<file path="src/hw/soc_cfg_pkg.sv">
// soc configuration package with the memory geometry of the loader RAM banks
`default_nettype none

package soc_cfg_pkg;

localparam int XLEN           = 32;                     // width of the loader address register
localparam int BYTE_LANES     = 4;
localparam int LANE_W         = $clog2(BYTE_LANES);
localparam int MEM_REGIONS    = 2;                      // region 0 is iram, region 1 is dram
localparam int BANK_COUNT     = MEM_REGIONS * BYTE_LANES;
localparam int WORD_ADDR_W    = 8;
localparam int WORDS_PER_BANK = 2 ** WORD_ADDR_W;

// byte address bits 1..0 pick the lane and bits 9..2 the word, higher bits wrap
typedef logic [7:0]             byte_t;
typedef logic [WORD_ADDR_W-1:0] word_addr_t;
typedef logic [LANE_W-1:0]      lane_t;

endpackage

`default_nettype wire

</file>
<file path="src/hw/spi_slave.sv">
// spi slave, oversamples mode 0 pins in the system clock domain and moves bytes in and out
`default_nettype none

module spi_slave
    import soc_cfg_pkg::*;
(
    input  logic  clk_i,
    input  logic  rst_n_i,

    input  logic  spi_sclk_i,
    input  logic  spi_mosi_i,
    input  logic  spi_cs_n_i,

    input  byte_t spi_byte_data_i,

    output logic  spi_miso_o,

    output logic  spi_byte_vld_o,
    output byte_t spi_byte_data_o
);

logic [2:0] sclk_r;     // two sync stages plus one for edge detection
logic [2:0] cs_n_r;
logic [1:0] mosi_r;

logic sclk_rise;
logic sclk_fall;
logic cs_n_rise;
logic cs_n_fall;
logic cs_act;

logic [2:0] bit_cnt;
logic       byte_done;  // set after the eighth bit until the next falling sclk
byte_t      rx_shift;
byte_t      tx_shift;

assign sclk_rise  = sclk_r[1] & ~sclk_r[2];
assign sclk_fall  = ~sclk_r[1] & sclk_r[2];
assign cs_n_rise  = cs_n_r[1] & ~cs_n_r[2];
assign cs_n_fall  = ~cs_n_r[1] & cs_n_r[2];
assign cs_act     = ~cs_n_r[1];
assign spi_miso_o = tx_shift[7];

always_ff @(posedge clk_i or negedge rst_n_i) begin
    if (!rst_n_i) begin
        sclk_r <= '0;
        cs_n_r <= '1;
        mosi_r <= '0;
    end else begin
        sclk_r <= {sclk_r[1:0], spi_sclk_i};
        cs_n_r <= {cs_n_r[1:0], spi_cs_n_i};
        mosi_r <= {mosi_r[0], spi_mosi_i};
    end
end

always_ff @(posedge clk_i or negedge rst_n_i) begin
    if (!rst_n_i) begin
        bit_cnt        <= '0;
        byte_done      <= 1'b0;
        spi_byte_vld_o <= 1'b0;
    end else begin
        spi_byte_vld_o <= 1'b0;
        if (cs_n_rise) begin
            bit_cnt   <= '0;                // a partial byte is dropped here
            byte_done <= 1'b0;
        end else if (cs_act && sclk_rise) begin
            bit_cnt <= bit_cnt + 3'd1;
            if (bit_cnt == 3'd7) begin
                spi_byte_vld_o <= 1'b1;
                byte_done      <= 1'b1;
            end
        end else if (cs_act && sclk_fall) begin
            byte_done <= 1'b0;
        end
    end
end

always_ff @(posedge clk_i) begin
    if (cs_act && sclk_rise) begin
        rx_shift <= {rx_shift[6:0], mosi_r[1]};     // msb first
        if (bit_cnt == 3'd7) begin
            spi_byte_data_o <= {rx_shift[6:0], mosi_r[1]};
        end
    end
end

always_ff @(posedge clk_i or negedge rst_n_i) begin
    if (!rst_n_i) begin
        tx_shift <= '0;
    end else if (cs_n_fall || (cs_act && sclk_fall && byte_done)) begin
        tx_shift <= spi_byte_data_i;                // msb goes out right at load
    end else if (cs_act && sclk_fall) begin
        tx_shift <= {tx_shift[6:0], 1'b0};
    end
end

endmodule

`default_nettype wire

</file>
<file path="config.mk">
export PLATFORM = sky130hd
export DESIGN_NAME = spi_slave
export DESIGN_NICKNAME = d
export VERILOG_FILES = /design/src/hw/soc_cfg_pkg.sv /design/src/hw/spi_slave.sv
export SDC_FILE = /design/constraint.sdc
export NUM_CORES = 1
export LEC_CHECK = 0
export BUFFER_PORTS_ARGS = -buffer_cell sky130_fd_sc_hd__buf_2
export CORE_MARGIN = 2
export CORE_UTILIZATION = 50
export CTS_BUF_LIST = sky130_fd_sc_hd__clkbuf_4 sky130_fd_sc_hd__clkbuf_8
export DETAILED_ROUTE_END_ITERATION = 7
export GPL_ROUTABILITY_DRIVEN = 0
export PLACE_DENSITY_LB_ADDON = 0.05
export SLEW_MARGIN = 15
export SYNTH_ARGS = -nofsm -noshare
export SYNTH_HDL_FRONTEND = slang
export SYNTH_SLANG_ARGS = --single-unit
</file>
<file path="constraint.sdc">
create_clock -name clk_i -period 2.1 [get_ports clk_i]
set_clock_uncertainty 0.05 [all_clocks]
set_input_delay 0.105 -clock clk_i [delete_from_list [all_inputs] [get_ports clk_i]]
set_output_delay 0.105 -clock clk_i [all_outputs]
set_load 0.02 [all_outputs]
</file>
## After elaboration in Yosys (flattened, before gate mapping)

Index checks and enable logic that the tools add are counted.
Widths: inputs -> output; s select.

| storage, ports and cells | value |
|---|---|
| bits in registers | 36 |
| memory bits (read-only) | 0 |
| latch bits | 0 |
| memory bits (writable) | 0 |
| output and inout bits | 10 |
| memories kept | 0 |

| operators by class | value |
|---|---|
| mux-type cells | 11 |
| add/subtract/negate cells | 1 |
| divide/modulo/power cells | 0 |
| multipliers | 0 |
| $lt $le $gt $ge | 0 |
| equal/unequal tests | 2 |
| bitwise operators | 8 |
| shift operators | 0 |
| reduce and logical (&&, ||, !) cells | 9 |

Operator list:

| cell | number |
|---|---|
| $mux 8 | 2 |
| $mux 1 | 7 |
| $mux 3 | 2 |
| $and 1x1->1 | 4 |
| $not 1->1 | 4 |
| $reduce_and 2->1 | 2 |
| $reduce_bool 2->1 | 2 |
| $add 3x1->3 const B | 1 |
| $eq 3x3->1 const B | 1 |
| $logic_and 1x1->1 | 3 |
| $ne 3x2->1 const B | 1 |
| $reduce_bool 3->1 | 1 |
| $logic_or 1x1->1 | 1 |

## Logic depth before layout (Yosys ltp)

Gate-level depths: netlist of the first run.

| logic depth | value |
|---|---|
| depth in word-level cells | 6 |
| mapped depth | 5 |
| gate-level depth less buffers | 5 |

## Worst setup path before layout of the first run

OpenSTA, ideal clock, no wires.

| timing | value |
|---|---|
| kind | flip-flop to flip-flop |
| start point | register sclk_r[2] |
| end point | register spi_byte_data_o[0] (enable) |
| data arrival time | 1.333 ns |
| cell stages (with the launch flop) | 3 |
| clock period less this slack | 1.715 ns |
| library setup time | 0.332 ns |
| required time | 1.718 ns |
| buffers on the path | 0 |
| slack | 0.385 ns |
| cells stage by stage | dfrtp_1 > nor3b_2 > and2_1 |

| between the ends | value |
|---|---|
| cells in the longest elaborated chain, start to end | 4 |

Ends and longest elaborated chain:

| element | RTL line | RTL |
|---|---|---|
| from (decl) | spi_slave.sv:22 | `logic [2:0] sclk_r;` |
| from (signal assigned) | spi_slave.sv:50 | `sclk_r <= {sclk_r[1:0], spi_sclk_i};` |
| $not 1->1 | spi_slave.sv:37 | `assign sclk_rise = sclk_r[1] & ~sclk_r[2];` |
| $and 1x1->1 | spi_slave.sv:37 |  |
| $logic_and 1x1->1 | spi_slave.sv:79 | `if (cs_act && sclk_rise) begin` |
| $reduce_and 2->1 (no source line) | -- |  |
| to (signal assigned) | spi_slave.sv:82 | `spi_byte_data_o <= {rx_shift[6:0], mosi_r[1]};` |
| to (decl) | spi_slave.sv:19 | `output byte_t spi_byte_data_o` |

No other way between the ends.
A chain may end at the register's enable or synchronous reset.

## Worst setup path in the final report of the first run

| timing | value |
|---|---|
| start point | register byte_done |
| end point | register tx_shift[4] |

| between the ends | value |
|---|---|
| cells in the longest elaborated chain, start to end | 3 |

Ends and longest elaborated chain:

| element | RTL line | RTL |
|---|---|---|
| from (decl) | spi_slave.sv:33 | `logic byte_done;` |
| from (signal assigned) | spi_slave.sv:59 | `byte_done <= 1'b0;` |
| from (signal assigned) | spi_slave.sv:65 | `byte_done <= 1'b0;` |
| from (signal assigned) | spi_slave.sv:70 | `byte_done <= 1'b1;` |
| $logic_and 1x1->1 (*) | spi_slave.sv:90 | `end else if (cs_n_fall \|\| (cs_act && sclk_fall && byte_done)) begin` |
| $logic_or 1x1->1 (*) | spi_slave.sv:90 |  |
| $mux 8 or $reduce_bool 2->1 (tied branches) | -- |  |
| to (signal assigned) | spi_slave.sv:91 | `tx_shift <= spi_byte_data_i;` |
| to (signal assigned) | spi_slave.sv:93 | `tx_shift <= {tx_shift[6:0], 1'b0};` |
| to (decl) | spi_slave.sv:35 | `byte_t tx_shift;` |

Every way passes the cells marked *; elsewhere a longest branch is shown, timed or not.

==> results.ini, run 1 <==
[cts]
clk_latency_ns=0.31
clockBufferDepth=2
post_cts_resize_count=0
hold_buffers=4
cts_buffers=5
h-tree-depth=2
cts.clk_slew.worst_paths_ns=0.09
post_cts_buffers=0
cts_tree=yes
clkSinkCount=36
cts_root_buffer=clkbuf_4

[timing]
tightest_slew_ns=0.460
rsz0062_at_grt=no
fmax_ghz=0.634
period_share_pct=75.1
maxSlewHeadroom_pct=69.3
fin_tns_setup_ns=0
period_minus_slack_ns=1.58
hold_violations=0
maxSlewViolCount=0
setup_violations=0

[global_routing]
antenna_found_initial=0
grt_util_all_layers_pct=14.5
grt_pass1_vias=768
grt_overflow=0
grt_pass1_wl_um=3350
grt_max_degree=22

[synth]
synth_commonest_cells=18 x dfrtp_1, 15 x edfxtp_1, 7 x mux2_2
ys_ff_latch=36
synth_area_mm2=0.00132
synth_cells=76
synth_most_common_cell=dfrtp_1
synth_edf_count=15
synth.avg_cell_area_um2=17.3
async_reset_ff_share_pct=58.3
ys_top_cells_by_area=dfrtp_1 34%, edfxtp_1 34%, dfstp_2 6.0%
synth-main-ff-cell=dfrtp_1
seq_area_frac_synth_pct=74.4
synth-warning-count=0
synth_top_area_share_pct=34.2
synth_nets=91
yosys.area.top_type=dfrtp_1
synth.distinct_cells=20

[worst_setup_path]
critPathTopFamily=multiplexers
worstPathCellList=nor2_2 -> mux2_1 -> mux2_2
cp_slowest_cell=dfrtp_1
end_kind=register
worstPathRequired_ns=2.25
cp_max_fo=7
max_stage_delay_ns=0.43
cp-start-kind=register
arrival_ns=1.73
crit_type=register to register
critPathBufInv=0

[pwr]
powerDensity_mw_per_mm2=823
p_leak_nw=0.676
report.power.total_mw=1.29
ir_drop_uv=596

[routing]
drt-wirelength-per-cell_um=13.6
drt_iter0_drc=10
via_per_inst=4.99
dr.pass1.iters=4
drt_drc_violations_left=0
vias=704
final_antenna_net_count=0
drt-total-wl_um=1920

[final_layout]
fin_nets=125
final_util_pct=63.4
diodes=0
syn_to_final_growth_pct=19.2
drive_gt1_share_pct=40.5
stdcell_count=141

[placed_design]
dp_hpwl_um=1390
dpl.cell_count=129
portBuffers=22

[die]
placementRows=18
io_pins=23
die_h_um=55.3
die_w_um=55.3
core-area_mm2=0.00248
die_area_mm2=0.00306
initial_core_util_pct=53.2

[hold_path]
hold_class=primary input to register

[outcome]
status=complete, no violations

[job]
maxCapViolCount=0

worst reg2reg max path: stages, from the launching register on:
cell and delay, ns:
dfrtp_1 0.43, nor2_2 0.36, mux2_1 0.37, mux2_2 0.26
cells by family after synthesis:
| logic type | Yosys count | synth area share [%] |
|---|---|---|
| AOI/OAI and AO/OA | 6 | 3.13 |
| adders and majority gates | 2 | 1.90 |
| buffers and inverters | 2 | 0.570 |
| DFF | 36 | 74.4 |
| muxes | 16 | 13.8 |
| and+or+nand+nor | 14 | 6.27 |
layer usage:
layer | vias up | share of wire, % | track usage, %
met4 | 0 | 0.68 | 6.27
met5 | - | 0 | 0
met1 | 345 | 43 | 16.3
met3 | 2 | 4.2 | 4.68
li1 | 341 | - | -
met2 | 16 | 52 | 25.0
area by class of cell:
class | instances | area, um^2
multi-input combinational | 38 | 330
fill | 198 | 907
inverter | 2 | 7.51
sequential | 36 | 980
timing repair buffer | 27 | 158
clock buffer | 7 | 52.6
clock inverter | 1 | 5.00
tap | 30 | 37.5
state kept, by name, summed over array words and instances (netlist names):
| register | cells |
|---|---|
| spi_byte_vld_o | 1 |
| mosi_r | 2 |
| cs_n_r | 3 |
| byte_done | 1 |
| sclk_r | 3 |
| tx_shift | 8 |
| rx_shift | 7 |
| spi_byte_data_o | 8 |
| bit_cnt | 3 |
where the power goes:
| group | internal [mW] | switching [mW] | leakage (nW) | total, mW |
|---|---|---|---|---|
| logic | 0.0716 | 0.0510 | 0.248 | 0.123 |
| clock network | 0.156 | 0.193 | 0.0361 | 0.349 |
| registers | 0.789 | 0.0313 | 0.391 | 0.820 |
| total | 1.02 | 0.276 | 0.676 | 1.29 |
stage by stage:
| stage | setup WS (ns) | hold slack [ns] | area, um^2 |
|---|---|---|---|
| 4_1_cts | 0.498 | 0.0178 | 1570 |
| 2_1_floorplan | 0.385 | -0.241 | 1320 |
| 3_5_place_dp | 0.515 | 0.0296 | 1470 |
| 3_3_place_gp | 0.577 | 0.0260 | 1470 |
| 5_1_grt | 0.419 | 0.00709 | 1570 |
| 6_report | 0.523 | 0.0284 | 1570 |
path summary, 6_finish.rpt:
kind,startpoint,endpoint,slack (ns),cells after the start
worst max-delay path,byte_done,tx_shift[4],0.52,3
worst min-delay path,spi_byte_data_i[0],tx_shift[0],0.03,3
worst max register to register,byte_done,tx_shift[4],0.52,3
worst min register to register,mosi_r[0],mosi_r[1],0.31,0
max in group asynchronous,rst_n_i,cs_n_r[2],1.45,2
min in group asynchronous,rst_n_i,spi_byte_vld_o,0.21,2
layout by cell type, fill, tap and decap left out, types with 2 or more instances in the layout:
master	count
buf_2	22
dfrtp_1	18
edfxtp_1	15
mux2_2	7
clkbuf_4	7
mux2_1	6
nand2_1	5
o21ai_0	4
dlygate4sd3_1	4
dfstp_2	3
and2_1	2
nand2b_1	2
inv_1	2
mux2i_1	2
ha_1	2
Note: power is estimated with default switching activity, not from simulation.
==> run 2, diff against run 1 <==
==> constraint.sdc (replaced) <==
create_clock -name clk_i -period 1.4 [get_ports clk_i]
set_clock_uncertainty 0.05 [all_clocks]
set_input_delay 0.07 -clock clk_i [delete_from_list [all_inputs] [get_ports clk_i]]
set_output_delay 0.07 -clock clk_i [all_outputs]
set_load 0.02 [all_outputs]
==> results.ini, run 2 (same netlist as run 1, synthesis figures left out) <==
[outcome]
status=complete, no violations

[timing]
worst_slack_ns=0.00491
tightest_slew_ns=0.447
setup_violations=0
fin_tns_setup_ns=0
hold_ws_ns=0.0189
hold_violations=0
fmax_ghz=0.717
maxSlewViolCount=0
period_minus_slack_ns=1.40
period_share_pct=99.6
maxSlewHeadroom_pct=70.2
rsz0062_at_grt=yes

[die]
io_pins=23
die_area_mm2=0.00306
placementRows=18
initial_core_util_pct=53.2
die_w_um=55.3
die_h_um=55.3
core-area_mm2=0.00248

[pwr]
powerDensity_mw_per_mm2=1430
p_leak_nw=0.788
report.power.total_mw=2.54
ir_drop_uv=1280

[global_routing]
grt_max_degree=22
grt_util_all_layers_pct=15.2
grt_pass1_wl_um=3440
grt_overflow=0
antenna_found_initial=0
grt_pass1_vias=766

[placed_design]
portBuffers=22
dp_hpwl_um=1260
dp_slack_ns=-0.0655

[final_layout]
final_util_pct=71.9
fill_cells=178
final_common_cell=buf_2
drive_gt1_share_pct=47.9
syn_to_final_growth_pct=35.1
diodes=0
fin_nets=135
largestRegisters=spi_byte_data_o (8), tx_shift (8), rx_shift (7)
final_cell_mix=22 x buf_2, 18 x dfrtp_1, 15 x edfxtp_1

[worst_setup_path]
cp_slowest_cell=dfrtp_1
critPathTopFamily=multiplexers
cp-start-kind=register
worstPathCellList=nor2_4 -> mux2_1 -> mux2_4
worstPathRequired_ns=1.58
end_kind=register
arrival_ns=1.58
max_stage_delay_ns=0.42
cp_max_fo=7
crit_type=register to register
critPathBufInv=0

[routing]
vias=734
drt_drc_violations_left=0
drt-wirelength-per-cell_um=12.6
drt_iter0_drc=4
drt-total-wl_um=1900
final_antenna_net_count=0
dr.pass1.iters=2
via_per_inst=4.86

[cts]
clockBufferDepth=2
clkSinkCount=36
cts_root_buffer=clkbuf_4
cts.clk_slew.worst_paths_ns=0.11
clk_latency_ns=0.34
h-tree-depth=2
cts_tree=yes
cts_buffers=5

[hold_path]
hold_class=primary input to register

[job]
maxCapViolCount=0

run 2: cell types whose count changed in the layout (fill, tap and decap cells not counted), moves of 2 or more:
cell | before | now
dlygate4sd3_1 | 4 | 6
bufinv_16 | 0 | 3
buf_4 | 1 | 7
mux2_4 | 1 | 6
clkbuf_4 | 7 | 5
mux2_2 | 7 | 3
run 2: cell type report:
cell class	count	area, um^2	share of cell area (%)
sequential	36	980	55.0
multi-input combinational	38	374	21.0
timing repair buffer	37	254	14.3
clock inverter	3	90.1	5.06
clock buffer	5	37.5	2.11
tap	30	37.5	2.11
inverter	2	7.51	0.422
run 2: per-stage QoR:
stage / cells / instance area, um^2
6_report: 151 / 1780
5_1_grt: 151 / 1780
4_1_cts: 150 / 1760
3_5_place_dp: 134 / 1520
2_1_floorplan: 76 / 1330
3_3_place_gp: 134 / 1520
run 2: what timing repair did:
action                     in CTS  in global routing
hold buffers                    6                  0
setup endpoints to repair       7                  8
setup buffers                   2                  1
hold endpoints to repair       26                  0
resized for setup               6                  4
pin swaps                       2                  3
run 2: final timing paths:
kind                                    startpoint     endpoint  slack, ns  cells after the start
worst max-delay path                     byte_done  tx_shift[4]      0.005                      3
worst min-delay path            spi_byte_data_i[3]  tx_shift[3]       0.02                      3
worst max register to register           byte_done  tx_shift[4]      0.005                      3
worst min register to register           sclk_r[0]    sclk_r[1]       0.31                      0
max in group asynchronous                  rst_n_i    cs_n_r[0]       0.80                      2
min in group asynchronous                  rst_n_i  tx_shift[6]       0.15                      2
run 2: per-layer routing:
metal  share of wire [%]  vias up  GRT usage (%)
li1                    -      364              -
met1                  47      346           18.2
met2                  44       19           23.1
met3                 6.1        5           6.32
met4                 2.8        0           8.36
met5                   0        -              0
run 2: tightest hold or removal path: cells and delay by family:
kind	cells	cell delay, ns
buffers and inverters	1	0.07
muxes	2	0.24
run 2: report_power, final:
part / total, mW / internal (mW) / switching, mW
Combinational: 0.244 / 0.155 / 0.0894
Clock: 1.07 / 0.736 / 0.333
Sequential: 1.23 / 1.18 / 0.0488
Total: 2.54 / 2.07 / 0.471
==> run 3, diff against run 2 <==
==> constraint.sdc (replaced) <==
create_clock -name clk_i -period 1.4 [get_ports clk_i]
set_clock_uncertainty 0.05 [all_clocks]
set_input_delay 0.28 -clock clk_i [delete_from_list [all_inputs] [get_ports clk_i]]
set_output_delay 0.28 -clock clk_i [all_outputs]
set_load 0.02 [all_outputs]
==> results.ini, run 3 (same netlist as run 1, synthesis figures left out) <==
[worst_setup_path]
cp_max_fo=8
max_stage_delay_ns=0.58
cp_slowest_cell=dfstp_2
critPathBufInv=2
arrival_ns=1.58
worstPathRequired_ns=1.58
crit_type=register to register
worstPathCellList=inv_2 -> a21oi_4 -> buf_12 -> mux2_2
cp-start-kind=register
end_kind=register
critPathTopFamily=flip-flops

[die]
placementRows=18
die_h_um=55.3
die_area_mm2=0.00306
initial_core_util_pct=53.2
io_pins=23
core-area_mm2=0.00248
die_w_um=55.3

[final_layout]
multi_input_area_um2=374
syn_to_final_growth_pct=33.0
diodes=0
final_util_pct=70.8
fill_cells=183
largestRegisters=spi_byte_data_o (8), tx_shift (8), rx_shift (7)
drive_gt1_share_pct=48.3
stdcell_count=148
final_common_cell=buf_2
stdcell_area_mm2=0.00175
fin_nets=132
final_cell_mix=22 x buf_2, 18 x dfrtp_1, 15 x edfxtp_1
regArea_um2=980

[timing]
hold_violations=0
fin_tns_setup_ns=0
maxSlewViolCount=0
period_minus_slack_ns=1.39
setup_violations=0
period_share_pct=99.6
tightest_slew_ns=0.447
maxSlewHeadroom_pct=70.2
rsz0062_at_grt=yes
fmax_ghz=0.717
hold_ws_ns=0.175

[routing]
drt-wirelength-per-cell_um=12.8
vias=724
dr.pass1.iters=2
drt_iter0_drc=5
via_per_inst=4.89
drt-total-wl_um=1900
drt_drc_violations_left=0
final_antenna_net_count=0

[placed_design]
place_area_mm2=0.00152
dpl.cell_count=134
dp_hpwl_um=1260
portBuffers=22

[pwr]
powerDensity_mw_per_mm2=1450
ir_drop_uv=1270
p_leak_nw=0.775

[cts]
clkSinkCount=36
clockBufferDepth=2
cts_tree=yes
cts_buffers=5
cts_root_buffer=clkbuf_4
cts.clk_slew.worst_paths_ns=0.11
h-tree-depth=2
clk_latency_ns=0.34

[global_routing]
grt_overflow=0
grt_util_all_layers_pct=15.1
grt_max_degree=22
grt_pass1_vias=763
antenna_found_initial=0
grt_pass1_wl_um=3410

[outcome]
status=complete, no violations

[job]
maxCapViolCount=0

[hold_path]
hold_class=primary input to register

-- run 3: stage by stage --
step / total power, mW / setup WS (ns)
floorplan: 1.37 / -0.0681
global placement: 1.43 / -0.0143
detailed placement: 1.44 / -0.0655
CTS: 2.56 / -0.0120
global route: 2.65 / -0.0358
finish: 2.54 / 0.00510
-- run 3: path summary, 6_finish.rpt --
path / cells past startpoint / to / slack [ns] / startpoint
min in group asynchronous: 2 / sclk_r[2] / 0.36 / rst_n_i
worst min register to register: 0 / sclk_r[1] / 0.31 / sclk_r[0]
worst max-delay path: 4 / tx_shift[2] / 0.005 / cs_n_r[2]
worst min-delay path: 3 / tx_shift[0] / 0.17 / spi_byte_data_i[0]
max in group asynchronous: 2 / cs_n_r[0] / 0.59 / rst_n_i
worst max register to register: 4 / tx_shift[2] / 0.005 / cs_n_r[2]
-- run 3: what timing repair did --
action,4_1_cts,5_1_grt
pin swaps,2,1
setup endpoints to repair,7,8
buffers inserted,2,0
resized for setup,6,4
hold buffers,4,0
endpoints found under the hold margin,21,0
-- run 3: area by class of cell --
cell class / instances / area share [%]
tap: 30 / 2.14
inverter: 2 / 0.428
clock buffer: 5 / 2.14
sequential: 36 / 55.9
clock inverter: 3 / 5.14
multi-input combinational: 38 / 21.3
timing repair buffer: 34 / 12.9
-- run 3: worst min-delay path: cells and delay by family --
family                 cells  cell delay, ns
AOI/OAI and AO/OA          1            0.07
buffers and inverters      1            0.09
muxes                      1            0.08
-- run 3: power by group --
group          switching (mW)  internal, mW  leakage, nW
Combinational          0.0875         0.150        0.318
Sequential             0.0503          1.18        0.391
Clock                   0.335         0.736       0.0654
-- run 3: metal layers --
metal	share of wire, %	GRT usage [%]	vias up	routed length [um]
met5	0	0	-	0
li1	-	-	359	-
met3	6.1	6.32	5	115
met2	45	23.0	19	853
met1	46	18.0	341	876
met4	2.8	8.36	0	53
